**config.mk**
```make
export PLATFORM = sky130hd
export DESIGN_NAME = cache_load_align
export DESIGN_NICKNAME = d
export VERILOG_FILES = /design/src/cache_pkg.sv /design/src/cache_load_align.sv
export VERILOG_INCLUDE_DIRS = /design/src
export SDC_FILE = /design/constraint.sdc
export NUM_CORES = 1
export LEC_CHECK = 0
export BUFFER_PORTS_ARGS = -buffer_cell sky130_fd_sc_hd__clkbuf_2
export CORE_ASPECT_RATIO = 1.4
export CORE_MARGIN = 3
export CORE_UTILIZATION = 34
export DETAILED_ROUTE_END_ITERATION = 16
export GPL_ROUTABILITY_DRIVEN = 0
export PLACE_DENSITY = 0.78
export SLEW_MARGIN = 30
export SYNTH_ARGS = -nofsm -noshare
export SYNTH_HDL_FRONTEND = slang
export SYNTH_SLANG_ARGS = --single-unit
```
**constraint.sdc**
```tcl
create_clock -name vclk -period 2.6
set_input_delay 0.13 -clock vclk [all_inputs]
set_output_delay 0.13 -clock vclk [all_outputs]
set_load 0.1 [all_outputs]
```
**src/cache_defs.svh**
```systemverilog
// geometry of the four-way cache array; the age scheme assumes exactly four ways
// changing a width here also changes every typedef in cache_pkg
`ifndef CACHE_DEFS_SVH
`define CACHE_DEFS_SVH

// byte address layout
// tag | set | word | byte
`define CACHE_ADDR_BITS 32
`define CACHE_TAG_BITS 24
`define CACHE_SET_BITS 4
`define CACHE_WORD_SEL_BITS 2
`define CACHE_BYTE_SEL_BITS 2

// associativity
`define CACHE_WAYS 4
`define CACHE_WAY_BITS 2

// payload
`define CACHE_WORD_BITS 32

// per-line age counter, 0 is most recent
`define CACHE_LRU_BITS 2

`endif
```
**src/cache_pkg.sv**
```systemverilog
// shared types for the cache array and its testbench
// widths come from cache_defs.svh
`include "cache_defs.svh"

package cache_pkg;

    typedef logic [`CACHE_ADDR_BITS-1:0] addr_t;
    typedef logic [`CACHE_TAG_BITS-1:0] tag_t;
    typedef logic [`CACHE_SET_BITS-1:0] set_idx_t;
    typedef logic [`CACHE_WAY_BITS-1:0] way_t;
    typedef logic [`CACHE_WORD_SEL_BITS-1:0] word_sel_t;
    typedef logic [`CACHE_BYTE_SEL_BITS-1:0] byte_sel_t;
    typedef logic [`CACHE_WORD_BITS-1:0] word_t;

    // one enable per byte lane of a word
    typedef logic [`CACHE_WORD_BITS/8-1:0] byte_en_t;

    typedef logic [`CACHE_LRU_BITS-1:0] lru_t;

    // access width, signedness travels separately
    typedef enum logic [1:0] {
        size_byte,
        size_half,
        size_word
    } access_size_e;

endpackage

```
**src/cache_load_align.sv**
```systemverilog
// load result shaping, 32-bit words only
// on anything but a load hit the raw word goes out for write-back
`timescale 1ns/10ps

module cache_load_align (
    input  cache_pkg::word_t        rdata,
    input  cache_pkg::byte_sel_t    byte_sel,
    input  cache_pkg::access_size_e size,
    input  logic                    is_unsigned,
    input  logic                    load,
    input  logic                    hit,
    output cache_pkg::word_t        dout
);

    logic [15:0] half_val;
    logic [7:0]  byte_val;
    logic        half_sign;
    logic        byte_sign;

    assign half_val = byte_sel[1] ? rdata[31:16] : rdata[15:0];
    assign byte_val = rdata[8*byte_sel +: 8];

    assign half_sign = !is_unsigned && half_val[15];
    assign byte_sign = !is_unsigned && byte_val[7];

    always_comb begin
        dout = rdata;
        if (load && hit) begin
            case (size)
                cache_pkg::size_byte: dout = {{24{byte_sign}}, byte_val};
                cache_pkg::size_half: dout = {{16{half_sign}}, half_val};
                default:              dout = rdata;
            endcase
        end
    end

endmodule

```
Word-level counts from Yosys, hierarchy flattened
Index checks and enable logic that the tools add are counted.
{"block": "word_totals", "register_bits": 0, "inputBits": 39, "out_inout_bits": 32, "wordCells": 10}
{"block": "op_classes", "n_eq_ne": 1, "shifts": 1, "mux": 3, "reduce_logical": 5}
{"op": "$pmux 32 s2", "n": 1}
{"op": "$mux 32", "n": 1}
{"op": "$shiftx 32x6->8", "n": 1}
{"op": "$mux 16", "n": 1}
{"op": "$logic_and 1x1->1", "n": 3}
{"op": "$eq 2x1->1 const B", "n": 1}
{"op": "$logic_not 2->1", "n": 1}
{"op": "$logic_not 1->1", "n": 1}

Longest topological paths before layout
Gate-level depths: netlist of the first run.
{"block": "depth", "depth_word": 4, "depth_mapped": 6, "ltp_nobuf": 4}

Worst setup path before layout of the first run
No wires, ideal clock.
{"block": "synth_timing", "path_type": "input-to-output", "from": "input size[0]", "to": "output dout[7]", "arrival_ps": 2784, "required_time_ps": 2470, "path_slack_ps": -314, "path_stages": 6, "path_buffers": 2, "path_cell_list": "nand2b_1 > buf_2 > buf_2 > nand2_1 > o21ai_0 > o21ai_0"}
{"block": "synth_between", "elab_chain_len": 3, "elab_cells_between_ends": 4, "cone_classes": "eq/ne: 1; mux: 2; reduce/logical: 1"}
{"element": "start, declared", "line_no": "cache_load_align.sv:8", "rtl": "input cache_pkg::access_size_e size,"}
{"element": "$eq 2x1->1 / $logic_not 2->1 (equally long branches)", "line_no": "cache_load_align.sv:29", "rtl": "case (size)"}
{"element": "$pmux 32 s2 *", "line_no": "cache_load_align.sv:29"}
{"element": "$mux 32 *", "line_no": "cache_load_align.sv:28", "rtl": "if (load && hit) begin"}
{"element": "end, declared", "line_no": "cache_load_align.sv:12", "rtl": "output cache_pkg::word_t dout"}
Every way passes the cells marked *; elsewhere a longest branch is shown, timed or not.

Worst setup path after layout of the first run
{"block": "layout_timing", "from": "input byte_sel[1]", "to": "output dout[28]"}
{"block": "layout_between", "elab_chain_len": 4, "elab_cells_between_ends": 6, "cone_classes": "shift: 1; mux: 3; reduce/logical: 2"}
{"element": "start, declared", "line_no": "cache_load_align.sv:7", "rtl": "input cache_pkg::byte_sel_t byte_sel,"}
{"element": "$shiftx 32x6->8 / $mux 16 (equally long branches)", "line_no": "cache_load_align.sv:21, cache_load_align.sv:20"}
{"element": "$logic_and 1x1->1, on equally long branches", "line_no": "cache_load_align.sv:24, cache_load_align.sv:23"}
{"element": "$pmux 32 s2 *", "line_no": "cache_load_align.sv:29"}
{"element": "$mux 32 *", "line_no": "cache_load_align.sv:28"}
Marks and branches as above.

==> impl_metrics.ini, run 1 <==
[run_status]
run_status = completed

[place]
dp.final_hpwl_microns = 2380
preCtsSetupSlack_ns = 0.719
placed_cell_area_sq_um = 1470
port-buffer-count = 71

[floorplan]
die_w_microns = 43.8
io_pins = 71
coreArea_sq_um = 1820
start_util = 0.372
rows = 18
die_y_microns = 58.9
dieArea_sq_um = 2580

[sta]
clock.fmax_ghz = 0.525
fin_ws_ns = 0.695
final_hold_viol_count = 0
fin_setup_tns_ns = 0
finalWorstPathRequiredPeriod_ns = 1.90
rsz0062_at_grt = no
whs_ns = 0.657
setup_viol = 0
slew_viol_final = 0
relSlewSlack = 0.630
tightest_slew_ns = 0.555
finalCritPeriodShare = 0.733

[min_path]
hp-start = rdata[29]
whs_endpoint = dout[29]
whs_path_depth = 4
hold_path_class = primary input to primary output

[detailed_routing]
num_vias = 1052
dr.pass1.iters = 4
drt_iter0_markers = 13
remaining_drc_errors = 0
routed_wirelength_microns = 2820
ant_nets = 0
viasPerCell = 5.39
routedWlPerCell_microns = 14.4

[synthesis]
syn_avg_cell_area_sq_um = 6.01
yosys_warnings = 0
synthDistinctLibCells = 20
yosysTopAreaCellShare = 0.193
synthCells = 113
yosysTopAreaCell = nand2_1
synth_nets = 152
yosys-top-cells-area = nand2_1, mux2i_1, a22o_1, a21oi_1, a31oi_1
yosysSeqAreaShare = 0
netlist_area_sq_um = 679

[pwr]
swShare = 0.662
clkPwrFrac = 0
power.internal_uw = 199
p_sw_uw = 389
p_leak_uw = 0.000809
power.density_nw_per_um2 = 399
combPwrFrac = 1.000
peakVddDrop_uv = 254
pwr-share-seq = 0

[setup_path]
endpoint_kind = primary output
crit_type = primary input to primary output
crit_required_ns = 2.47
cp.arrival_ns = 1.77
path_max_fanout = 19
critPathLaunchType = primary input

[finish]
seq_cells = 0
seqCellArea_sq_um = 0
num_antenna_cells = 0
design_area_sq_um = 1470
layout_common_cells = clkbuf_2, nand2_1, buf_12, nor2_1
n_clock_buffer = 0
synthToLayoutAreaGrowth_pct = 117
drive_above_1_share = 0.440
final_common_cell = clkbuf_2
fin_util = 0.808
fin_nets = 216

[global_routing]
grt_overflow = 0
grt_pass1_wl_microns = 4440
grt_max_degree = 44
grt_pass1_vias = 1057
antenna_found_initial = 0
grt_use_total = 0.217

[cts]
cts_resized = 0
postCtsHoldBufs = 0
post_cts_buffers = 0

[flow_run]
drv_cap = 0
worst max path at each step:
stage | slack, ns | end | cells after the start | start
floorplan | 0.27 | dout[6] | 6 | byte_sel[1]
finish | 0.70 | dout[28] | 5 | byte_sel[1]
CTS | 0.72 | dout[19] | 5 | byte_sel[1]
global route | 0.51 | dout[6] | 5 | size[0]
global placement | 0.78 | dout[28] | 5 | byte_sel[1]
detailed placement | 0.72 | dout[28] | 5 | byte_sel[1]
through the flow:
stage                     total power [uW]  instances
after global placement                 581        195
after floorplan                        371        113
final                                  589        195
after detailed placement               590        195
after CTS                              590        195
after global routing                   607        195
synth_stat cells:
master and instances:
o21ai_0 2, mux2_4 1, buf_2 4, o211ai_4 1
mux2i_1 9, nand2_1 35, a21oi_1 9, mux2_2 1
o41ai_4 1, a31oi_1 7, clkbuf_1 3, nor2_1 10
a22o_1 8, a31oi_4 1, nand3b_1 1, buf_4 1
o22ai_1 7, buf_6 2, inv_1 8, nand2b_1 2
critical path, stage by stage:
cell	delay, ns
clkbuf_2	0.44
mux2_4	0.38
o211ai_4	0.40
nand2_1	0.20
buf_12	0.22
kinds of logic (layout without fill, tap and decap cells):
kind of cell / Yosys count / count (layout) / synth area share
AO/OA/AOI/OAI: 36 / 36 / 0.416
AND/OR/NAND/NOR: 48 / 48 / 0.278
multiplexers: 11 / 11 / 0.171
buffers and inverters: 18 / 80 / 0.134
cell type report:
cell class | instances | area, sq um
inverter | 8 | 30.0
timing repair buffer | 72 | 831
tap | 20 | 25.0
fill | 109 | 350
multi-input combinational | 95 | 588
layer usage:
metal | vias to the layer above | track usage | share of wire
met5 | - | 0 | 0
met4 | 0 | 0.0690 | 0.018
met3 | 4 | 0.0153 | 0.064
met2 | 48 | 0.438 | 0.58
met1 | 473 | 0.224 | 0.33
li1 | 527 | - | -
power by group through the flow:
stage | Clock [uW] | Sequential (uW) | Combinational [uW]
5_1_grt | 0 | 0 | 607
2_1_floorplan | 0 | 0 | 371
6_report | 0 | 0 | 589
4_1_cts | 0 | 0 | 590
3_3_place_gp | 0 | 0 | 581
3_5_place_dp | 0 | 0 | 590
No activity file was read; power rests on OpenSTA's default activity.
==> run 2: changes to the inputs <==
==> constraint.sdc (replaced) <==
create_clock -name vclk -period 1.98
set_input_delay 0.099 -clock vclk [all_inputs]
set_output_delay 0.099 -clock vclk [all_outputs]
set_load 0.1 [all_outputs]
==> impl_metrics.ini, run 2 (synthesis results as in run 1) <==
[run_status]
run_status = completed

[setup_path]
cp_cell_sequence = clkbuf_2 -> buf_4 -> inv_1 -> a21oi_1 -> o22ai_1 -> buf_12
cpMaxStageDelayCell = a21oi_1
crit_required_ns = 1.88
cp.arrival_ns = 1.67
endpoint_kind = primary output
crit_type = primary input to primary output
critPathLaunchType = primary input
max_stage_delay_ns = 0.53
path_max_fanout = 8

[detailed_routing]
drt_iter0_markers = 40
num_vias = 1170
ant_nets = 0
dr.pass1.iters = 4
routedWlPerCell_microns = 15.9
viasPerCell = 5.85
remaining_drc_errors = 0
routed_wirelength_microns = 3190

[sta]
finalWorstPathRequiredPeriod_ns = 1.77
slew_viol_final = 0
finalCritPeriodShare = 0.892
setup_viol = 0
relSlewSlack = 0.548
fin_setup_tns_ns = 0
final_hold_viol_count = 0
whs_ns = 0.592
tightest_slew_ns = 0.678
clock.fmax_ghz = 0.566
rsz0062_at_grt = no

[pwr]
p_sw_uw = 521
power.internal_uw = 274
combPwrFrac = 1.000
swShare = 0.656
p_leak_uw = 0.000840
pwr-share-seq = 0
p_total_uw = 795
peakVddDrop_uv = 329
clkPwrFrac = 0
power.density_nw_per_um2 = 516

[floorplan]
coreArea_sq_um = 1820
dieArea_sq_um = 2580
io_pins = 71
rows = 18
start_util = 0.372
die_w_microns = 43.8
die_y_microns = 58.9

[finish]
drive_above_1_share = 0.472
synthToLayoutAreaGrowth_pct = 127
n_fill_cell = 91
num_antenna_cells = 0
n_clock_buffer = 0
seqCellArea_sq_um = 0
final_common_cell = clkbuf_2
layout_common_cells = clkbuf_2, nand2_1, buf_12, nor2_1
fin_nets = 221
seq_cells = 0
design_area_sq_um = 1540
fin_util = 0.846

[place]
dp.final_hpwl_microns = 2710
placed_cell_area_sq_um = 1540
port-buffer-count = 71

[global_routing]
grt_pass1_vias = 1104
antenna_found_initial = 0
grt_max_degree = 25
grt_overflow = 0
grt_use_total = 0.239
grt_pass1_wl_microns = 4890

[min_path]
hold_path_class = primary input to primary output

[cts]
post_cts_buffers = 0
postCtsHoldBufs = 0
cts_resized = 0

[flow_run]
drv_cap = 0
[run 2: worst paths after layout]
path / endpoint / slack, ns / from / cells after the start
hold / removal: dout[17] / 0.59 / rdata[17] / 4
setup / recovery: dout[4] / 0.21 / byte_sel[1] / 6
[run 2: power by group through the flow]
stage	Combinational (uW)	Clock, uW	Sequential [uW]
3_3_place_gp	781	0	0
2_1_floorplan	492	0	0
5_1_grt	818	0	0
6_report	795	0	0
4_1_cts	796	0	0
3_5_place_dp	795	0	0
[run 2: metal layers]
metal / global-route usage / vias up / routed length [microns] / part of all wire
met1: 0.259 / 543 / 1110 / 0.35
li1: - / 537 / - / -
met2: 0.446 / 74 / 1640 / 0.52
met3: 0.0214 / 16 / 280 / 0.088
met4: 0.116 / 0 / 151 / 0.047
met5: 0 / - / 0 / 0
[run 2: per-stage QoR]
stage,instances,setup slack [ns]
5_1_grt,200,0.117
3_5_place_dp,200,0.290
2_1_floorplan,113,-0.215
3_3_place_gp,200,0.343
4_1_cts,200,0.293
6_report,200,0.215
[run 2: cell type report]
class              instances  area [sq um]  area share
inverters                  8          30.0      0.0195
multi-input cells         95           607       0.393
well taps                 20          25.0      0.0162
repair buffers            77           881       0.571
[run 2: critical path, delay by kind of cell]
kind                   cells  cell delay, ns
buffers and inverters      4            0.77
AO/OA/AOI/OAI              2            0.78
