File: config.mk
export PLATFORM = sky130hd
export DESIGN_NAME = cache_tag_lru
export DESIGN_NICKNAME = d
export VERILOG_FILES = /design/src/cache_pkg.sv /design/src/cache_tag_lru.sv
export VERILOG_INCLUDE_DIRS = /design/src
export SDC_FILE = /design/constraint.sdc
export NUM_CORES = 2
export LEC_CHECK = 0
export BUFFER_PORTS_ARGS = -buffer_cell sky130_fd_sc_hd__buf_4
export CORE_UTILIZATION = 45
export CTS_BUF_LIST = sky130_fd_sc_hd__clkbuf_2
export DETAILED_ROUTE_END_ITERATION = 12
export PLACE_DENSITY_LB_ADDON = 0.05
export SLEW_MARGIN = 20
export SYNTH_ARGS = -nofsm -noshare
export SYNTH_HDL_FRONTEND = slang
export SYNTH_SLANG_ARGS = --single-unit
File: constraint.sdc
create_clock -name clk -period 12.5 [get_ports clk]
set_input_delay 0.625 -clock clk [delete_from_list [all_inputs] [get_ports clk]]
set_output_delay 0.625 -clock clk [all_outputs]
set_load 0.005 [all_outputs]
File: src/cache_defs.svh
// geometry of the four-way cache array; the age scheme assumes exactly four ways
// changing a width here also changes every typedef in cache_pkg
`ifndef CACHE_DEFS_SVH
`define CACHE_DEFS_SVH

// byte address layout
// tag | set | word | byte
`define CACHE_ADDR_BITS 32
`define CACHE_TAG_BITS 24
`define CACHE_SET_BITS 4
`define CACHE_WORD_SEL_BITS 2
`define CACHE_BYTE_SEL_BITS 2

// associativity
`define CACHE_WAYS 4
`define CACHE_WAY_BITS 2

// payload
`define CACHE_WORD_BITS 32

// per-line age counter, 0 is most recent
`define CACHE_LRU_BITS 2

`endif
File: src/cache_pkg.sv
// shared types for the cache array and its testbench
// widths come from cache_defs.svh
`include "cache_defs.svh"

package cache_pkg;

    typedef logic [`CACHE_ADDR_BITS-1:0] addr_t;
    typedef logic [`CACHE_TAG_BITS-1:0] tag_t;
    typedef logic [`CACHE_SET_BITS-1:0] set_idx_t;
    typedef logic [`CACHE_WAY_BITS-1:0] way_t;
    typedef logic [`CACHE_WORD_SEL_BITS-1:0] word_sel_t;
    typedef logic [`CACHE_BYTE_SEL_BITS-1:0] byte_sel_t;
    typedef logic [`CACHE_WORD_BITS-1:0] word_t;

    // one enable per byte lane of a word
    typedef logic [`CACHE_WORD_BITS/8-1:0] byte_en_t;

    typedef logic [`CACHE_LRU_BITS-1:0] lru_t;

    // access width, signedness travels separately
    typedef enum logic [1:0] {
        size_byte,
        size_half,
        size_word
    } access_size_e;

endpackage

File: src/cache_tag_lru.sv
// valid, dirty, tag and age bookkeeping for 16 sets of four ways
// the caller drives at most one strobe per cycle; tags are undefined until first replace
`timescale 1ns/10ps
`include "cache_defs.svh"

module cache_tag_lru (
    input  logic                clk,
    input  logic                arst_n,
    input  cache_pkg::set_idx_t set_idx,
    input  cache_pkg::tag_t     addr_tag,
    input  logic                load,
    input  logic                store,
    input  logic                replace,
    input  logic                invalid,
    output logic                hit,
    output cache_pkg::way_t     sel_way,
    output logic                data_we,
    output logic                valid,
    output logic                dirty,
    output cache_pkg::tag_t     tag
);

    localparam int LINES = `CACHE_WAYS << `CACHE_SET_BITS;

    // line index is {set, way}
    logic [LINES-1:0] valid_q;
    logic [LINES-1:0] dirty_q;
    cache_pkg::lru_t  age_q [LINES];
    cache_pkg::tag_t  tag_q [LINES];

    // view of the addressed set
    logic [`CACHE_WAYS-1:0] set_valid;
    logic [`CACHE_WAYS-1:0] set_dirty;
    logic [`CACHE_WAYS-1:0] way_hit;
    cache_pkg::tag_t        set_tag [`CACHE_WAYS];
    cache_pkg::lru_t        set_age [`CACHE_WAYS];

    cache_pkg::way_t hit_way;
    cache_pkg::way_t victim;
    cache_pkg::lru_t victim_age;
    cache_pkg::lru_t sel_age;
    logic [`CACHE_SET_BITS+`CACHE_WAY_BITS-1:0] sel_line;
    logic touch;

    always_comb begin
        for (int w = 0; w < `CACHE_WAYS; w++) begin
            set_valid[w] = valid_q[{set_idx, cache_pkg::way_t'(w)}];
            set_dirty[w] = dirty_q[{set_idx, cache_pkg::way_t'(w)}];
            set_tag[w]   = tag_q[{set_idx, cache_pkg::way_t'(w)}];
            set_age[w]   = age_q[{set_idx, cache_pkg::way_t'(w)}];
            way_hit[w]   = set_valid[w] && (set_tag[w] == addr_tag);
        end
    end

    // lowest matching way, only one should match anyway
    always_comb begin
        hit_way = '0;
        for (int w = `CACHE_WAYS - 1; w >= 0; w--) begin
            if (way_hit[w]) begin
                hit_way = cache_pkg::way_t'(w);
            end
        end
    end

    // oldest way, ties go to the lower number
    always_comb begin
        victim     = '0;
        victim_age = set_age[0];
        for (int w = 1; w < `CACHE_WAYS; w++) begin
            if (set_age[w] > victim_age) begin
                victim     = cache_pkg::way_t'(w);
                victim_age = set_age[w];
            end
        end
    end

    assign hit      = |way_hit;
    assign sel_way  = hit ? hit_way : victim;
    assign sel_line = {set_idx, sel_way};
    assign sel_age  = set_age[sel_way];

    // write-back report of the selected way
    assign valid = set_valid[sel_way];
    assign dirty = set_dirty[sel_way];
    assign tag   = set_tag[sel_way];

    assign data_we = (store && hit) || replace;
    assign touch   = load || (store && hit) || replace;

    always_ff @(posedge clk or negedge arst_n) begin
        if (!arst_n) begin
            valid_q <= '0;
            dirty_q <= '0;
            for (int i = 0; i < LINES; i++) begin
                age_q[i] <= '0;
            end
        end else begin
            if (invalid) begin  // drop the whole set
                for (int w = 0; w < `CACHE_WAYS; w++) begin
                    valid_q[{set_idx, cache_pkg::way_t'(w)}] <= 1'b0;
                    dirty_q[{set_idx, cache_pkg::way_t'(w)}] <= 1'b0;
                    age_q[{set_idx, cache_pkg::way_t'(w)}]   <= '0;
                end
            end
            if (touch) begin
                for (int w = 0; w < `CACHE_WAYS; w++) begin
                    if (cache_pkg::way_t'(w) == sel_way) begin
                        age_q[{set_idx, cache_pkg::way_t'(w)}] <= '0;
                    end else if (set_age[w] <= sel_age) begin
                        age_q[{set_idx, cache_pkg::way_t'(w)}] <= set_age[w] + 1'b1;
                    end
                end
            end
            if (replace) begin
                valid_q[sel_line] <= 1'b1;
                dirty_q[sel_line] <= 1'b0;
            end
            if (store && hit) begin
                dirty_q[sel_line] <= 1'b1;
            end
        end
    end

    always_ff @(posedge clk) begin
        if (replace) begin
            tag_q[sel_line] <= addr_tag;
        end
    end

endmodule

# --- Yosys cells after proc, flatten, opt, wreduce, memory -nomap -nowiden ---
# Memories as Yosys holds them, arrays and structs flattened.
# Index checks and enable logic that the tools add are counted.
word_totals:
  memories: 1
  ramBits: 1536
  input_bits: 34
  word_cells: 247
  register_bits: 256
op_classes:
  eq_ne: 7
  mux: 90
  n_reduce_logical: 19
  magnitude_cmp: 27
  bitwise_logic: 33
  add_sub_neg: 4
mem_list:
  columns: ["name", "depth", "width", "rd", "rd_ports_with_merged_regs", "wr", "line_no", "rtl"]
  rows:
  - ["tag_q", 64, 24, 4, 0, 1, "cache_tag_lru.sv:29", "cache_pkg::tag_t tag_q [LINES];"]
op_table:
  columns: ["op", "count"]
  rows:
  - ["128-bit two-way mux", 13]
  - ["128-bit AND", 8]
  - ["64-bit AND", 9]
  - ["128-bit bitwise mux", 4]
  - ["128-bit NOT", 4]
  - ["64-bit two-way mux", 5]
  - ["64-bit NOT", 2]
  - ["64-bit OR", 2]
  - ["24-bit equality test", 4]
  - ["61-bit NOT with 64-bit output", 1]
  - ["62-bit NOT with 64-bit output", 1]
  - ["63-bit NOT with 64-bit output", 1]
  - ["2-bit binary-select mux with 6-bit select", 4]
  - ["24-bit binary-select mux with 2-bit select", 1]
  - ["2-bit demux with 6-bit select", 4]
  - ["24-bit two-way mux", 2]
  - ["2-bit two-way mux", 23]
  - ["6-bit by 7-bit < comparator with 1-bit output, second input constant", 5]
  - ["1-bit binary-select mux with 4-bit select", 8]
  - ["6-bit by 1-bit >= comparator with 1-bit output, second input constant", 5]
  - ["7-bit >= comparator, second input constant", 4]
  - ["7-bit by 1-bit < comparator with 1-bit output, second input constant", 4]
  - ["6-bit NOT with 7-bit output", 4]
  - ["1-bit two-way mux", 18]
  - ["16 further kinds", 44]

# --- Longest topological paths before layout ---
depth:
  depth_word: 31
  depth_mapped: 40

# --- Worst setup path before layout ---
# OpenSTA, ideal clock, no wires.
synth_path:
  path_kind: "input to register"
  start: "input port set_idx[0]"
  end: "register age_q[52] (netlist bit)"
  setup_ns: 0.078
  slack_ns: 3.944
  path_buffers: 12
  path_stages: 36
  t_arrival_ns: 8.479
  path_cell_list: "buf_4 buf_4 buf_6 buf_6 buf_2 buf_2 buf_2 buf_2 mux4_2 mux4_2 ha_1 inv_1 o22ai_1 o21ai_0 ha_1 inv_1 o22ai_1 mux2_2 ha_1 nand2_1 o21ai_0 o31a_1 a21oi_1 o21a_1 buf_2 buf_2 buf_2 a211oi_1 a31oi_1 ha_1 nor2_1 nand2_1 a2111oi_4 buf_6 nor3_1 o2bb2ai_1"
synth_via:
  elab_chain_len: 31
  word_cells_on_any_way: 115
  classes_between: "add/sub (4); order compare (15); eq/ne (7); mux (58); bitwise (17); reduce/logical (13); memory (1)"
synth_rtl:
  columns: ["item", "line_no", "rtl"]
  rows:
  - ["start, declared", "cache_tag_lru.sv:9", "input cache_pkg::set_idx_t set_idx,"]
  - ["6-bit NOT with 7-bit output (not written as such)", null, null]
  - ["2-bit binary-select mux with 6-bit select", "cache_tag_lru.sv:50", "set_age[w] = age_q[{set_idx, cache_pkg::way_t'(w)}];"]
  - ["2-bit two-way mux (not written as such) (2 in series)", "cache_tag_lru.sv:50", null]
  - ["2-bit greater-than comparator", "cache_tag_lru.sv:70", "if (set_age[w] > victim_age) begin"]
  - ["2-bit two-way mux", "cache_tag_lru.sv:70", null]
  - ["2-bit greater-than comparator", "cache_tag_lru.sv:70", null]
  - ["2-bit two-way mux", "cache_tag_lru.sv:70", null]
  - ["2-bit greater-than comparator", "cache_tag_lru.sv:70", null]
  - ["[... 14 more ...]", null, null]
  - ["128-bit bitwise mux", "cache_tag_lru.sv:110", "age_q[{set_idx, cache_pkg::way_t'(w)}] <= set_age[w] + 1'b1;"]
  - ["128-bit two-way mux", "cache_tag_lru.sv:109", "end else if (set_age[w] <= sel_age) begin"]
  - ["128-bit two-way mux", "cache_tag_lru.sv:107", "if (cache_pkg::way_t'(w) == sel_way) begin"]
  - ["128-bit two-way mux", "cache_tag_lru.sv:105", "if (touch) begin"]
  - ["128-bit bitwise mux", "cache_tag_lru.sv:110", null]
  - ["128-bit two-way mux", "cache_tag_lru.sv:109", null]
  - ["128-bit two-way mux", "cache_tag_lru.sv:107", null]
  - ["128-bit two-way mux *", "cache_tag_lru.sv:105", null]
  - ["end signal, assigned by index", "cache_tag_lru.sv:110", null]
  - ["end, declared", "cache_tag_lru.sv:28", "cache_pkg::lru_t age_q [LINES];"]
# Mark *: on every way between the ends. The rest lies on a longest branch, timed or not. The select of a mux whose other input is x is not followed.

# --- Worst setup path in the final report ---
layout_path:
  start: "register age_q[93] (netlist bit)"
  end: "output port tag[14]"
layout_via:
  elab_chain_len: 14
  word_cells_on_any_way: 25
  classes_between: "order compare (3); mux (21); bitwise (1)"
layout_rtl:
  columns: ["item", "line_no", "rtl"]
  rows:
  - ["2-bit binary-select mux with 6-bit select", "cache_tag_lru.sv:50", null]
  - ["2-bit two-way mux (not written as such) (2 in series)", "cache_tag_lru.sv:50", null]
  - ["2-bit greater-than comparator", "cache_tag_lru.sv:70", null]
  - ["2-bit two-way mux", "cache_tag_lru.sv:70", null]
  - ["2-bit greater-than comparator", "cache_tag_lru.sv:70", null]
  - ["2-bit two-way mux", "cache_tag_lru.sv:70", null]
  - ["2-bit greater-than comparator", "cache_tag_lru.sv:70", null]
  - ["2-bit two-way mux *", "cache_tag_lru.sv:70", null]
  - ["2-bit two-way mux *", "cache_tag_lru.sv:78", "assign sel_way = hit ? hit_way : victim;"]
  - ["2-bit NOT with 3-bit output (not written as such) *", "cache_tag_lru.sv:85", "assign tag = set_tag[sel_way];"]
  - ["24-bit binary-select mux with 2-bit select *", "cache_tag_lru.sv:85", null]
  - ["24-bit two-way mux (not written as such) * (2 in series)", "cache_tag_lru.sv:85", null]
  - ["end, declared", "cache_tag_lru.sv:20", "output cache_pkg::tag_t tag"]
# Marked as above.

==> run metrics <==
global-route wire length before repair=373000 µm; RSZ-0062 raised after global routing=no; peak supply drop=0.235 mV; Clk pin slew, worst setup/hold paths=0.11 ns; Max Clk Rate=101 MHz; num rows=151; total core area=170000 µm²; outcome=complete, no violations; total grt overflow=0; fin. max-slew vios=0; Vias per Instance=6.31; CP max-delay cell=a211oi_1; I/O pin cnt=64; worst-skew pair later-pin latency=1.95 ns; Startpoint Class=flip-flop; Post-Route Skew=0.166 ns; gpl congestion=0.951; Antenna Nets Post-Route=0; commonest non-fill, non-tap cell in the layout=edfxtp_1; CP peak stage delay=0.91 ns; Syn Inst Count=4477; post-synth net total=4523; Final period util=0.796; Arr. time, crit path=9.32 ns; routed vias=47500; max_slew headroom=0.151; minimum period implied by the final worst setup slack=9.94 ns; crit path from=age_q[93]; CTS tree=yes; nets=5015; Synth Flop Type=edfxtp_1; clk root buf=clkbuf_2; Port Buffers=63; Crit Path Class=flip-flop to output pin; Hold Crit Class=input port to flip-flop; drt total wl=269000 µm; Yosys cell types=107; Seq. cell area=52500 µm²; Fin. Hold Viols=0; PwrDens=178 nW/µm²; most frequent cells in the layout=1536 x edfxtp_1, 690 x clkbuf_2, 390 x mux4_2, 305 x mux2i_1, 256 x dfrtp_1; Die ar.=173000 µm²; FILL cells=14400; Least-Margin Pin Slew=1.27 ns; dpl hpwl=158000 µm; Seq/Total Area, Yosys=0.681; hold_sp=addr_tag[17]; CTS buffer count=472; crit path max fanout=41; initial antenna violation count=16; final setup violation count=0; number of synthesized flops with an enable pin=1536; Setup Buffers After CTS=0; final std cells w/o fill=7532; # clock sinks=1792; clock tree buffer depth=4; drt pass-1 iters=6; GR Util All Layers=0.311; Max-cap violations=0; DP Cell Count=6626; synthesized cell area=77100 µm²; vias in the first global route=47000; multi-input combinational cell area=22900 µm²; WP data required=11.88 ns; Syn. warnings=0; worst r2r src=age_q[93]; Remaining DRCs=0; setup TNS=0 ns; initial core utilization=0.454; layout cells sized above 1=0.300; DIE HEIGHT=416 µm; crit-path cells=mux4_2, mux4_2, inv_1, ha_1, o22ai_1, o21ai_0, ha_1, inv_1, o22ai_1, mux2_2, ha_1, nand2_1, o21ai_1, buf_4, o31a_1, a31o_2, buf_4, nor2_1, a211oi_1, a31oi_1, buf_4; synthesized flop and latch total=1792; area growth from synthesis to layout=11.3%; Worst Setup End Kind=output pin; largest net degree at the start of global routing=144; Synth async-reset ratio=0.143; count of cells resized by post-cts repair=0; Routed WL per cell=35.8 µm; CTS H-tree depth=5; Avg Inst Size Synth=17.2 µm²; Die W=416 µm; leakage power=30.7 nW; DRT iter0 DRCs=5807
[state kept, by name, indices dropped and copies added, names as in the netlist]
name	flops
valid_q	64
age_q	128
tag_q	1536
dirty_q	64
[routing by layer]
layer,GRT usage,wire length (µm)
met5,0,39
met4,0.155,14200
met3,0.0614,22500
met2,0.474,123000
met1,0.429,110000
[worst max-delay path, delay by kind of cell, from the launching register on]
family	cells	cell delay, ns
compound gates	8	3.24
mux	3	1.44
flops	1	0.40
simple gates	2	0.15
buf+inv	5	1.30
fa+ha+maj	3	0.85
[cell usage after synthesis (all sizes together) (6+ instances only)]
cell type | instances | share of area
o2bb2ai | 49 | 0.0057
nand3 | 29 | 0.0019
o221ai | 42 | 0.0049
nand2 | 227 | 0.011
a2111oi | 6 | 0.0011
dfrtp | 256 | 0.083
and4 | 7 | 0.00079
and2 | 16 | 0.0013
nor2b | 20 | 0.0017
a22oi | 73 | 0.0071
or2 | 6 | 0.00049
a21o | 68 | 0.0066
nor2 | 158 | 0.0077
buf | 188 | 0.017
a41oi | 19 | 0.0032
o21ai | 178 | 0.012
a31o | 6 | 0.00068
xnor2 | 76 | 0.0086
xor2 | 23 | 0.0026
edfxtp | 1536 | 0.60
mux4 | 390 | 0.11
a31oi | 23 | 0.0019
nand2b | 13 | 0.0011
clkbuf | 111 | 0.0054
a21oi | 54 | 0.0035
o31ai | 29 | 0.0031
ha | 12 | 0.0019
nor3 | 41 | 0.0031
nand4 | 17 | 0.0016
mux2i | 310 | 0.040
o211ai | 13 | 0.0014
inv | 131 | 0.0064
o22ai | 85 | 0.0072
a211oi | 19 | 0.0018
or3 | 9 | 0.00073
and3 | 12 | 0.00097
a221oi | 20 | 0.0023
o41ai | 17 | 0.0029
mux2 | 74 | 0.011
nor4 | 7 | 0.00096
o31a | 17 | 0.0019
[what timing repair did]
item / CTS / global route
hold buffers: 82 / 1
setup endpoints to repair: 0 / 0
hold endpoints to repair: 2888 / 6
[where the power goes]
part / switching [mW] / internal, mW / total [mW]
logic: 2.92 / 1.38 / 4.30
registers: 0.163 / 6.88 / 7.04
clock network: 2.43 / 1.54 / 3.97
[cells by family (layout without fill, tap and decap cells)]
family | after synthesis | in the layout | synth area share
and+or+nand+nor | 590 | 590 | 0.0367
buffers and inverters | 431 | 1251 | 0.0289
muxes | 774 | 774 | 0.165
xor gates and xnor gates | 99 | 99 | 0.0112
other | 0 | 17 | 0
AOI/OAI and AO/OA | 779 | 779 | 0.0750
adders and majority gates | 12 | 12 | 0.00195
DFF | 1792 | 1792 | 0.681
[stage by stage]
stage               hold WS (ns)  power [mW]  cell area, µm²  utilization  setup slack (ns)
floorplan                  0.329        9.56           77100            -              3.94
detailed placement         0.460        11.4           80700        0.475              3.68
finish                     0.215        15.3           85800        0.505              2.56
global placement           0.453        11.3           80500        0.474              2.66
global route              0.0602        15.9           85800        0.505              2.13
CTS                       0.0124        15.4           85700        0.504              2.63
[layout make-up]
class / instances / share of cell area
Clock inverter: 112 / 0.00634
Inverter: 132 / 0.00588
Multi-Input combinational cell: 2254 / 0.267
Sequential cell: 1792 / 0.612
Clock buffer: 690 / 0.0402
Timing Repair Buffer: 317 / 0.0356
Antenna cell: 17 / 0.000496
Tap cell: 2218 / 0.0323
[path summary, 6_finish.rpt]
check	to	slack [ns]	depth (start not counted)
min	tag_q[32][17]	0.22	3
min reg2reg	valid_q[36]	0.48	1
max	tag[14]	2.56	21
min in group asynchronous	age_q[44]	0.50	5
max reg2reg	age_q[100]	4.45	26
max in group asynchronous	age_q[120]	11.17	5
Power figures use the tool's default switching activity.
