## src/cache_defs.svh

```systemverilog
// geometry of the four-way cache array; the age scheme assumes exactly four ways
// changing a width here also changes every typedef in cache_pkg
`ifndef CACHE_DEFS_SVH
`define CACHE_DEFS_SVH

// byte address layout
// tag | set | word | byte
`define CACHE_ADDR_BITS 32
`define CACHE_TAG_BITS 24
`define CACHE_SET_BITS 4
`define CACHE_WORD_SEL_BITS 2
`define CACHE_BYTE_SEL_BITS 2

// associativity
`define CACHE_WAYS 4
`define CACHE_WAY_BITS 2

// payload
`define CACHE_WORD_BITS 32

// per-line age counter, 0 is most recent
`define CACHE_LRU_BITS 2

`endif
```

## src/cache_pkg.sv

```systemverilog
// shared types for the cache array and its testbench
// widths come from cache_defs.svh
`include "cache_defs.svh"

package cache_pkg;

    typedef logic [`CACHE_ADDR_BITS-1:0] addr_t;
    typedef logic [`CACHE_TAG_BITS-1:0] tag_t;
    typedef logic [`CACHE_SET_BITS-1:0] set_idx_t;
    typedef logic [`CACHE_WAY_BITS-1:0] way_t;
    typedef logic [`CACHE_WORD_SEL_BITS-1:0] word_sel_t;
    typedef logic [`CACHE_BYTE_SEL_BITS-1:0] byte_sel_t;
    typedef logic [`CACHE_WORD_BITS-1:0] word_t;

    // one enable per byte lane of a word
    typedef logic [`CACHE_WORD_BITS/8-1:0] byte_en_t;

    typedef logic [`CACHE_LRU_BITS-1:0] lru_t;

    // access width, signedness travels separately
    typedef enum logic [1:0] {
        size_byte,
        size_half,
        size_word
    } access_size_e;

endpackage

```

## src/cache_access_decode.sv

```systemverilog
// address split and access-size decode, purely combinational
// size_code follows the RV32I load funct3 layout: bit 1 word, bit 0 half, bit 2 unsigned
`timescale 1ns/10ps
`include "cache_defs.svh"

module cache_access_decode (
    input  cache_pkg::addr_t        addr,
    input  logic [2:0]              size_code,
    input  logic                    store,
    input  logic                    replace,
    input  cache_pkg::word_t        din,
    output cache_pkg::set_idx_t     set_idx,
    output cache_pkg::tag_t         addr_tag,
    output cache_pkg::word_sel_t    word_sel,
    output cache_pkg::byte_sel_t    byte_sel,
    output cache_pkg::access_size_e size,
    output logic                    is_unsigned,
    output cache_pkg::byte_en_t     byte_en,
    output cache_pkg::word_t        wdata
);

    cache_pkg::byte_en_t lane_mask;
    cache_pkg::word_t    lane_data;

    assign addr_tag = addr[`CACHE_ADDR_BITS-1 -: `CACHE_TAG_BITS];
    assign set_idx  = addr[`CACHE_WORD_SEL_BITS+`CACHE_BYTE_SEL_BITS +: `CACHE_SET_BITS];
    assign word_sel = addr[`CACHE_BYTE_SEL_BITS +: `CACHE_WORD_SEL_BITS];
    assign byte_sel = addr[0 +: `CACHE_BYTE_SEL_BITS];

    assign is_unsigned = size_code[2];

    always_comb begin
        if (size_code[1]) begin  // word wins over half
            size = cache_pkg::size_word;
        end else if (size_code[0]) begin
            size = cache_pkg::size_half;
        end else begin
            size = cache_pkg::size_byte;
        end
    end

    // replicate the store data so every lane of the size carries it
    always_comb begin
        case (size)
            cache_pkg::size_byte: begin
                lane_mask = cache_pkg::byte_en_t'(1) << byte_sel;
                lane_data = {4{din[7:0]}};
            end
            cache_pkg::size_half: begin
                lane_mask = byte_sel[1] ? 4'b1100 : 4'b0011;  // misaligned half uses upper/lower
                lane_data = {2{din[15:0]}};
            end
            default: begin
                lane_mask = '1;
                lane_data = din;
            end
        endcase
    end

    assign byte_en = replace ? '1 : (store ? lane_mask : '0);
    assign wdata   = replace ? din : lane_data;  // replace always writes the whole word

endmodule

```

## config.mk

```make
export PLATFORM = sky130hd
export DESIGN_NAME = cache_access_decode
export DESIGN_NICKNAME = d
export VERILOG_FILES = /design/src/cache_pkg.sv /design/src/cache_access_decode.sv
export VERILOG_INCLUDE_DIRS = /design/src
export SDC_FILE = /design/constraint.sdc
export NUM_CORES = 1
export LEC_CHECK = 0
export ABC_AREA = 1
export BUFFER_PORTS_ARGS = -buffer_cell sky130_fd_sc_hd__buf_2
export CAP_MARGIN = 15
export CORE_ASPECT_RATIO = 0.75
export CORE_UTILIZATION = 25
export DETAILED_ROUTE_END_ITERATION = 8
export MAX_ROUTING_LAYER = met4
export PLACE_DENSITY = 0.8
export SETUP_SLACK_MARGIN = 0.02
export SYNTH_ARGS = -nofsm -noshare
export SYNTH_HDL_FRONTEND = slang
export SYNTH_SLANG_ARGS = --single-unit
```

## constraint.sdc

```tcl
create_clock -name vclk -period 0.8
set_input_delay 0.16 -clock vclk [all_inputs]
set_output_delay 0.16 -clock vclk [all_outputs]
set_load 0.01 [all_outputs]
```

# After elaboration in Yosys (flattened, before gate mapping)
# Index checks and enable logic that the tools add are counted.
# totals
register_bits	0
input_bits	69
output_inout_bits	71
elab_cells	11
# classes
eq_ne	1
n_shift	1
muxes	8
n_reduce_logical	1
# op_table
cell	count
32-bit one-hot mux with 2 select lines	1
32-bit two-way mux	1
4-bit two-way mux	3
4-bit one-hot mux with 2 select lines	1
1-bit by 2-bit << shifter with 4-bit output, first input constant	1
2-bit by 1-bit equality test with 1-bit output, second input constant	1
2-bit logical NOT	1
2-bit two-way mux	1
1-bit two-way mux	1

# Depth between registers and ports, before layout
# Gate-level depths: netlist of the first run.
# depth
word_depth	6
ltp_mapped	5
mapped_depth_nobuf	5

# Least setup slack after synthesis of the first run
# No wires, ideal clock.
# synth_timing
path_type	input port to output port
start	in size_code[1]
end	out wdata[16]
arrival_ns	0.645
required_ns	0.640
slack_ns	-0.005
stages	4
n_path_buf	1
path_cell_list	nor2_4 > buf_2 > nand2_1 > nand2_1
# synth_between
elab_chain_cells	4
word_cells_on_any_way	5
cone_classes	1 x eq/ne; 3 x mux; 1 x reduce/logical
# synth_lines
element	line	source
start, declared	cache_access_decode.sv:8	input logic [2:0] size_code,
2-bit two-way mux (*)	cache_access_decode.sv:33	if (size_code[1]) begin
2-bit by 1-bit equality test with 1-bit output or 2-bit logical NOT (tied branches)	cache_access_decode.sv:44	case (size)
32-bit one-hot mux with 2 select lines (*)	cache_access_decode.sv:44	
32-bit two-way mux (*)	cache_access_decode.sv:61	assign wdata = replace ? din : lane_data;
end, declared	cache_access_decode.sv:19	output cache_pkg::word_t wdata
# Mark *: on every way between the ends. The rest lies on a longest branch, timed or not.

# Worst setup path in the final report of the first run
# layout_timing
start	in size_code[1]
end	out wdata[17]
# The elaborated chain is that of the path after synthesis.

==> run summary, run 1 <==
sort of element at the start of the critical path: input port
failing checks: negative setup slack
upper clock frequency limit: 944 MHz
number of antenna violations at the first check in global routing: 0
category of the worst setup path capture point: output port
Initial DRT Pass Iterations: 4
met1 track utilization from global routing: 17.1%
Max FO, Critical Path: 5
Final Hold Violating Endpoints: 0
power per unit of standard cell area: 623 nW/um^2
HPWL Detailed: 1840 um
outcome: finished with violations
Residual DRC: 0
CTS hold repair buffers: 0
leading cell types in the layout, fill and taps excluded: 77 x sky130_fd_sc_hd__buf_2, 76 x sky130_fd_sc_hd__nand2_1, 8 x sky130_fd_sc_hd__nand3_1
number of distinct standard cells referenced by the synthesized netlist: 14
cell count after synthesis: 152
routed vias/inst: 4.25
Inst Count DP: 228
Worst path max stage delay: 150 ps
synthesized netlist net count: 221
final max-slew violation count: 0
first-pass GRT wire length: 3330 um
initial standard-cell utilization of the core: 26.3%
sum of overflow across all layers after global routing: 0
Die Ht: 50.3 um
footprint of the flip-flops and latches: 0 um^2
cells traversed along the worst timing path: buf_6, nor2_4, buf_6, buf_6, nand2_1, nand2_1, buf_2
Critical path buffers and inverters: 4
WS Path Type: input port to output port
crit share post-route: 132%
total number of vias: 990
GRT Overall Usage: 13.0%
Worst Hold Class: input port to output port
share of post-route cells with drive strength above 1: 50.8%
netlist area before placement: 777 um^2
number of non-filler instances in the completed layout: 233
instance area at placement: 921 um^2
area of all placed cells without fillers: 1000 um^2
num sequential: 0
commonest non-fill, non-tap cell in the layout: sky130_fd_sc_hd__buf_2
worst slew pin tran: 334 ps
area growth from synthesis to final layout: 29.1%
count of maximum capacitance violations: 0
routability cong.: 0.718
Antenna Nets Post-Route: 0
CLK BUF: 0
number of DRC markers after the initial detailed-route iteration: 22
full die area: 3340 um^2
gate family responsible for the most delay along the worst path: buffers and inverters
average cell area after synthesis: 5.11 um^2
number of nets in the layout: 266
Die Span X: 66.4 um
warning count from the yosys run: 0
diode insertion count for antenna repair: 0
Worst Setup Slack, final: -260 ps
final core area utilization: 33.9%
unrepaired setup endpoints after global routing: yes
Slowest cell on crit path: sky130_fd_sc_hd__nor2_4
Peak VDD IR: 0.209 mV
detail-routed net length per standard cell: 10.4 um
most heavily used metal layer in global routing: met2
tightest slew margin relative to the limit: 77.7%
core footprint: 2960 um^2
Worst Path Arrival: 900 ps
number of global-route vias before repair: 739
row count: 17
data required time of the worst path: 640 ps
setup violators final: 28
Total Routed Length: 2420 um
leakage: 0.689 nW
M3 GR Usage: 3.41%
most frequent CP cell: sky130_fd_sc_hd__buf_6
count of buffers inserted at the top-level ports: 78
met2 Track Usage GR: 20.7%
I/O pin total: 140
shortest clock period the worst path allows after layout: 1060 ps
largest net degree at the start of global routing: 25
share of the yosys chip area belonging to registers: 0%
-- routing by layer --
layer / vias to the layer above / share of wire, %
met5: - / 0
met4: 0 / 0.41
met3: 4 / 9.2
met2: 59 / 44
met1: 417 / 46
li1: 510 / -
-- cell usage after synthesis --
| master | instances | area (um^2) |
|---|---|---|
| sky130_fd_sc_hd__buf_4 | 44 | 330 |
| sky130_fd_sc_hd__nor2_2 | 1 | 6.26 |
| sky130_fd_sc_hd__o21ai_0 | 2 | 10.0 |
| sky130_fd_sc_hd__nor2_1 | 2 | 7.51 |
| sky130_fd_sc_hd__inv_4 | 1 | 6.26 |
| sky130_fd_sc_hd__buf_2 | 1 | 5.00 |
| sky130_fd_sc_hd__buf_6 | 1 | 11.3 |
| sky130_fd_sc_hd__a21oi_1 | 4 | 20.0 |
| sky130_fd_sc_hd__nor2_4 | 1 | 11.3 |
| sky130_fd_sc_hd__inv_2 | 2 | 7.51 |
| sky130_fd_sc_hd__o21ai_1 | 2 | 10.0 |
| sky130_fd_sc_hd__nand2_1 | 80 | 300 |
| sky130_fd_sc_hd__nand3_1 | 8 | 40.0 |
| sky130_fd_sc_hd__inv_1 | 3 | 11.3 |
-- metrics by stage --
step           hold WS [ps]  worst slack (ps)  power, mW  setup TNS, ps
2_1_floorplan           368              29.8      0.483              0
3_3_place_gp            320              -287      0.573          -6940
3_5_place_dp            320              -301      0.579          -7160
4_1_cts                 320              -266      0.596          -6350
5_1_grt                 320              -323      0.692          -8010
6_report                320              -260      0.625          -6260
-- cell families after synthesis --
kind of cell | after synthesis | synth area share (%)
AND/OR/NAND/NOR | 92 | 47.0
buffers and inverters | 52 | 47.8
AO/OA/AOI/OAI | 8 | 5.15
-- where the power goes --
part           switching [mW]  internal (mW)  total (mW)  leakage, nW
Sequential                  0              0           0            0
Clock                       0              0           0            0
Combinational           0.341          0.285       0.625        0.689
-- worst paths after layout --
check | startpoint | endpoint | slack, ps | cells after the start
hold / removal | addr[25] | addr_tag[17] | 320 | 0
setup / recovery | size_code[1] | wdata[17] | -260 | 7
-- layout make-up --
class	count	area, um^2
timing repair inverter	1	11.3
tap	38	47.5
timing repair buffer	88	490
inverter	6	30.0
fill	363	1950
multi-input combinational	100	424
-- repair_timing --
action | CTS | global route
gates resized for setup | 9 | 9
gates cloned | 0 | 2
setup buffers | 0 | 3
setup endpoints to repair | 29 | 29
pin swaps | 6 | 2
No activity file was read; power rests on OpenSTA's default activity.
==> run 2: changes to the inputs <==
--- a/config.mk
+++ b/config.mk
@@ -6,7 +6,7 @@
 export SDC_FILE = /design/constraint.sdc
 export NUM_CORES = 1
 export LEC_CHECK = 0
-export ABC_AREA = 1
+export ABC_AREA = 0
 export BUFFER_PORTS_ARGS = -buffer_cell sky130_fd_sc_hd__buf_2
 export CAP_MARGIN = 15
 export CORE_ASPECT_RATIO = 0.75
@@ -15,6 +15,7 @@
 export MAX_ROUTING_LAYER = met4
 export PLACE_DENSITY = 0.8
 export SETUP_SLACK_MARGIN = 0.02
+export SLEW_MARGIN = 10
 export SYNTH_ARGS = -nofsm -noshare
 export SYNTH_HDL_FRONTEND = slang
 export SYNTH_SLANG_ARGS = --single-unit
==> run summary, run 2 <==
sort of element at the start of the critical path: input port (unchanged)
tightest slew margin relative to the limit: 86.2% (was 77.7%)
sum of overflow across all layers after global routing: 0 (unchanged)
total number of vias: 837 (was 990)
Max FO, Critical Path: 7 (was 5)
synthesized netlist net count: 168 (was 221)
first-pass GRT wire length: 3700 um (was 3330 um)
category of the worst setup path capture point: output port (unchanged)
Total Routed Length: 2500 um (was 2420 um)
share of post-route cells with drive strength above 1: 84.8% (was 50.8%)
met2 wire len: 1370 um (was 1070 um)
leading cell types by total area after synthesis: sky130_fd_sc_hd__buf_4 41%, sky130_fd_sc_hd__mux2_2 20%, sky130_fd_sc_hd__o21ai_0 13% (was sky130_fd_sc_hd__buf_4 43%, sky130_fd_sc_hd__nand2_1 39%, sky130_fd_sc_hd__nand3_1 5.2%)
Die Ht: 50.3 um (unchanged)
Worst Hold Class: input port to output port (unchanged)
library cell occupying the most area in the post-synthesis netlist: sky130_fd_sc_hd__buf_4 (unchanged)
ranking of synthesized cells by instance count: 42 x sky130_fd_sc_hd__buf_4, 20 x sky130_fd_sc_hd__o21ai_0, 14 x sky130_fd_sc_hd__mux2_2 (was 80 x sky130_fd_sc_hd__nand2_1, 44 x sky130_fd_sc_hd__buf_4, 8 x sky130_fd_sc_hd__nand3_1)
row count: 17 (unchanged)
num sequential: 0 (unchanged)
number of fillers in the final layout: 295 (was 363)
count of maximum capacitance violations: 0 (unchanged)
highest layer used for signal routing: met4 (unchanged)
HPWL Detailed: 1850 um (was 1840 um)
warning count from the yosys run: 0 (unchanged)
upper clock frequency limit: 802 MHz (was 944 MHz)
worst slew pin tran: 201 ps (was 334 ps)
count of buffers inserted at the top-level ports: 78 (unchanged)
I/O pin total: 140 (unchanged)
netlist area before placement: 777 um^2 (unchanged)
number of global-route vias before repair: 824 (was 739)
area of all placed cells without fillers: 1240 um^2 (was 1000 um^2)
length of routed wiring on met1: 936 um (was 1120 um)
area share of the largest cell type after synthesis: 40.6% (was 42.5%)
number of antenna violations at the first check in global routing: 0 (unchanged)
Peak VDD IR: 0.202 mV (was 0.209 mV)
Die Span X: 66.4 um (unchanged)
diode insertion count for antenna repair: 0 (unchanged)
amount of wire on met3 after detailed routing: 174 um (was 222 um)
share of the yosys chip area belonging to registers: 0% (unchanged)
setup violators final: 29 (was 28)
WS Path Type: input port to output port (unchanged)
GRT Overall Usage: 14.7% (was 13.0%)
final max-slew violation count: 0 (unchanged)
commonest non-fill, non-tap cell in the layout: sky130_fd_sc_hd__buf_2 (unchanged)
Initial DRT Pass Iterations: 3 (was 4)
total power after layout: 780 uW (was 625 uW)
Residual DRC: 0 (unchanged)
core footprint: 2960 um^2 (unchanged)
shortest clock period the worst path allows after layout: 1250 ps (was 1060 ps)
Worst Setup Slack, final: -446 ps (was -260 ps)
footprint of the flip-flops and latches: 0 um^2 (unchanged)
outcome: finished with violations (unchanged)
hold path depth: 0 (unchanged)
routability cong.: 0.687 (was 0.718)
average cell area after synthesis: 7.85 um^2 (was 5.11 um^2)
detail-routed net length per standard cell: 13.7 um (was 10.4 um)
area taken by multi-input logic gates: 509 um^2 (was 424 um^2)
cell with the most instances after synthesis: sky130_fd_sc_hd__buf_4 (was sky130_fd_sc_hd__nand2_1)
number of nets in the layout: 216 (was 266)
number of DRC markers after the initial detailed-route iteration: 1 (was 22)
largest net degree at the start of global routing: 12 (was 25)
data required time of the worst path: 640 ps (about the same)
leakage: 0.643 nW (was 0.689 nW)
Antenna Nets Post-Route: 0 (unchanged)
initial standard-cell utilization of the core: 26.3% (unchanged)
routed vias/inst: 4.57 (was 4.25)
worst setup slack after placement: -505 ps (was -301 ps)
instance area at placement: 963 um^2 (was 921 um^2)
power per unit of standard cell area: 630 nW/um^2 (was 623 nW/um^2)
CLK BUF: 0 (unchanged)
crit share post-route: 156% (was 132%)
Worst Path Arrival: 1090 ps (was 900 ps)
area growth from synthesis to final layout: 59.3% (was 29.1%)
hold slack: 320 ps (unchanged)
leading cell types in the layout, fill and taps excluded: 58 x sky130_fd_sc_hd__buf_2, 24 x sky130_fd_sc_hd__buf_6, 10 x sky130_fd_sc_hd__mux2_4 (was 77 x sky130_fd_sc_hd__buf_2, 76 x sky130_fd_sc_hd__nand2_1, 8 x sky130_fd_sc_hd__nand3_1)
full die area: 3340 um^2 (unchanged)
CTS hold repair buffers: 0 (unchanged)
failing checks: negative setup slack (unchanged)
cell count after synthesis: 99 (was 152)
unrepaired setup endpoints after global routing: yes (unchanged)
number of distinct standard cells referenced by the synthesized netlist: 16 (was 14)
Final Hold Violating Endpoints: 0 (unchanged)
[run 2: changes by cell type after synthesis, moves of 2 or more]
cell / previous run / this run
sky130_fd_sc_hd__mux2_2: 0 / 14
sky130_fd_sc_hd__a21oi_1: 4 / 1
sky130_fd_sc_hd__o21ai_1: 2 / 0
sky130_fd_sc_hd__nor2b_1: 0 / 2
sky130_fd_sc_hd__nand3_1: 8 / 0
sky130_fd_sc_hd__nand2_1: 80 / 1
sky130_fd_sc_hd__inv_1: 3 / 0
sky130_fd_sc_hd__inv_2: 2 / 0
sky130_fd_sc_hd__o21ai_0: 2 / 20
sky130_fd_sc_hd__mux2i_1: 0 / 8
sky130_fd_sc_hd__buf_4: 44 / 42
sky130_fd_sc_hd__mux2_4: 0 / 2
[run 2: through the flow]
step / TNS, ps / util [%] / cells
after floorplan: -6390 / - / 99
after global placement: -11600 / 32.6 / 180
after detailed placement: -12200 / 32.6 / 180
after CTS: -10300 / 40.7 / 183
after global routing: -11180 / 41.9 / 183
final: -10340 / 41.9 / 183
[run 2: critical path: stages]
cell and delay, ps:
sky130_fd_sc_hd__buf_8 100, sky130_fd_sc_hd__or2_4 260, sky130_fd_sc_hd__buf_8 140, sky130_fd_sc_hd__mux2_4 300, sky130_fd_sc_hd__buf_6 120
[run 2: worst paths after layout]
check                        start           end  slack, ps
worst max-delay path  size_code[1]     wdata[23]       -450
worst min-delay path      addr[21]  addr_tag[13]        320
[run 2: kinds of logic after synthesis]
family / count (synthesis) / share of synthesized area [%]
AND/OR/NAND/NOR: 7 / 6.28
buffers and inverters: 47 / 45.7
multiplexers: 24 / 34.5
AO/OA/AOI/OAI: 21 / 13.5
[run 2: where the power goes]
| group | total (mW) | internal, mW | switching (mW) |
|---|---|---|---|
| combinational | 0.780 | 0.446 | 0.333 |
| clock | 0 | 0 | 0 |
| sequential | 0 | 0 | 0 |
[run 2: what timing repair did]
action,CTS,global route
setup buffers,3,1
endpoints found under the setup margin,29,29
gates resized for setup,54,14
endpoints found under the hold margin,0,0
pin swaps,5,3
[run 2: routing by layer]
| layer | global-route usage, % | vias up |
|---|---|---|
| met1 | 15.2 | 375 |
| met2 | 29.3 | 62 |
| met5 | - | - |
| met3 | 2.95 | 6 |
| li1 | - | 394 |
| met4 | 1.42 | 0 |
[run 2: area by class of cell]
| cell class | instances | share of cell area, % |
|---|---|---|
| Timing Repair Buffer | 93 | 55.0 |
| Multi-Input combinational cell | 52 | 41.2 |
| Tap cell | 38 | 3.84 |
==> run 3: changes to the inputs <==
--- a/config.mk
+++ b/config.mk
@@ -7,13 +7,14 @@
 export NUM_CORES = 1
 export LEC_CHECK = 0
 export ABC_AREA = 0
-export BUFFER_PORTS_ARGS = -buffer_cell sky130_fd_sc_hd__buf_2
+export BUFFER_PORTS_ARGS = -buffer_cell sky130_fd_sc_hd__buf_4
 export CAP_MARGIN = 15
 export CORE_ASPECT_RATIO = 0.75
+export CORE_MARGIN = 3
 export CORE_UTILIZATION = 25
 export DETAILED_ROUTE_END_ITERATION = 8
 export MAX_ROUTING_LAYER = met4
-export PLACE_DENSITY = 0.8
+export PLACE_DENSITY = 0.92
 export SETUP_SLACK_MARGIN = 0.02
 export SLEW_MARGIN = 10
 export SYNTH_ARGS = -nofsm -noshare
==> run summary, run 3 (same netlist as run 2, synthesis figures left out) <==
area of all placed cells without fillers: 1540 um^2 (was 1240 um^2)
instance area at placement: 1160 um^2 (was 963 um^2)
Worst Setup Slack, final: -477 ps (was -446 ps)
shortest clock period the worst path allows after layout: 1280 ps (was 1250 ps)
hold path endpoint: addr_tag[22] (was addr_tag[13])
Antenna Nets Post-Route: 0 (unchanged)
Worst Path Arrival: 1120 ps (was 1090 ps)
area growth from synthesis to final layout: 98.1% (was 59.3%)
commonest non-fill, non-tap cell in the layout: sky130_fd_sc_hd__buf_4 (was sky130_fd_sc_hd__buf_2)
leading cell types in the layout, fill and taps excluded: 63 x sky130_fd_sc_hd__buf_4, 30 x sky130_fd_sc_hd__buf_6, 13 x sky130_fd_sc_hd__o21ai_2 (was 58 x sky130_fd_sc_hd__buf_2, 24 x sky130_fd_sc_hd__buf_6, 10 x sky130_fd_sc_hd__mux2_4)
number of DRC markers after the initial detailed-route iteration: 24 (was 1)
data required time of the worst path: 640 ps (about the same)
routability cong.: 0.713 (was 0.687)
HPWL Detailed: 2020 um (was 1850 um)
largest net degree at the start of global routing: 12 (unchanged)
Final Hold Violating Endpoints: 0 (unchanged)
GRT Overall Usage: 13.6% (was 14.7%)
setup violators final: 29 (unchanged)
core footprint: 2780 um^2 (was 2960 um^2)
Worst Hold Class: input port to output port (unchanged)
row count: 16 (was 17)
Total Routed Length: 2710 um (was 2500 um)
Die Span X: 70.4 um (was 66.4 um)
startpoint of the lowest-slack hold path: addr[30] (was addr[21])
total power after layout: 969 uW (was 780 uW)
final max-slew violation count: 0 (unchanged)
diode insertion count for antenna repair: 0 (unchanged)
CTS hold repair buffers: 0 (unchanged)
unrepaired setup endpoints after global routing: yes (unchanged)
hold slack: 320 ps (unchanged)
number of antenna violations at the first check in global routing: 0 (unchanged)
initial standard-cell utilization of the core: 27.9% (was 26.3%)
count of maximum capacitance violations: 0 (unchanged)
CLK BUF: 0 (unchanged)
full die area: 3820 um^2 (was 3340 um^2)
leakage: 0.763 nW (was 0.643 nW)
Die Ht: 54.3 um (was 50.3 um)
outcome: finished with violations (unchanged)
sort of element at the start of the critical path: input port (unchanged)
power per unit of standard cell area: 630 nW/um^2 (about the same)
number of non-filler instances in the completed layout: 188 (was 183)
total number of vias: 883 (was 837)
Initial DRT Pass Iterations: 4 (was 3)
Inst Count DP: 179 (was 180)
sum of overflow across all layers after global routing: 0 (unchanged)
Residual DRC: 0 (unchanged)
worst setup slack after placement: -495 ps (was -505 ps)
footprint of the flip-flops and latches: 0 um^2 (unchanged)
first-pass GRT wire length: 4140 um (was 3700 um)
num sequential: 0 (unchanged)
upper clock frequency limit: 783 MHz (was 802 MHz)
detail-routed net length per standard cell: 14.4 um (was 13.7 um)
share of post-route cells with drive strength above 1: 90.1% (was 84.8%)
tightest slew margin relative to the limit: 85.9% (was 86.2%)
hold path depth: 0 (unchanged)
routed vias/inst: 4.70 (was 4.57)
category of the worst setup path capture point: output port (unchanged)
Max FO, Critical Path: 6 (was 7)
Peak VDD IR: 0.274 mV (was 0.202 mV)
worst slew pin tran: 207 ps (was 201 ps)
I/O pin total: 140 (unchanged)
number of global-route vias before repair: 926 (was 824)
crit share post-route: 160% (was 156%)
count of buffers inserted at the top-level ports: 78 (unchanged)
number of nets in the layout: 223 (was 216)
failing checks: negative setup slack (unchanged)
WS Path Type: input port to output port (unchanged)
run 3: cell types whose count changed in the layout (fill, tap and decap cells not counted), sizes merged:
cell / before / now
buf: 93 / 99
clkbuf: 0 / 1
run 3: worst max-delay path, cell delays in order:
cell	delay [ps]
sky130_fd_sc_hd__buf_12	110
sky130_fd_sc_hd__or2_4	280
sky130_fd_sc_hd__buf_6	150
sky130_fd_sc_hd__mux2_4	300
sky130_fd_sc_hd__buf_6	120
run 3: report_power, final:
part	switching, mW	internal, mW
Clock	0	0
Combinational	0.370	0.599
Sequential	0	0
Total	0.370	0.599
run 3: what timing repair did:
item / CTS / global route
cloned: 1 / 1
gates resized for setup: 58 / 28
pin swaps: 5 / 10
setup endpoints to repair: 29 / 29
buffers inserted: 3 / 5
run 3: layer usage:
layer  share of wire, %  vias to the layer above  GRT usage [%]  routed length [um]
met5                  0                        -              -                   0
met4               0.52                        0           1.27                  14
met3                 10                        4           3.12                 270
met2                 49                       61           24.5                1330
met1                 40                      411           16.3                1100
li1                   -                      407              -                   -
run 3: area by class of cell:
type | instances | area [um^2]
multi-input combinational | 52 | 551
timing repair buffer | 100 | 943
tap | 36 | 45.0
fill | 258 | 1240
run 3: worst max-delay path by stage:
stage / startpoint / to
2_1_floorplan: replace / wdata[10]
3_3_place_gp: size_code[1] / wdata[8]
3_5_place_dp: size_code[1] / wdata[23]
4_1_cts: replace / wdata[23]
5_1_grt: replace / wdata[9]
6_report: size_code[1] / wdata[23]
run 3: metrics by stage:
| stage | util, % | TNS, ps |
|---|---|---|
| floorplan | - | -6390 |
| global placement | 41.8 | -12230 |
| detailed placement | 41.8 | -12440 |
| CTS | 50.2 | -10860 |
| global route | 55.3 | -12270 |
| finish | 55.3 | -11360 |
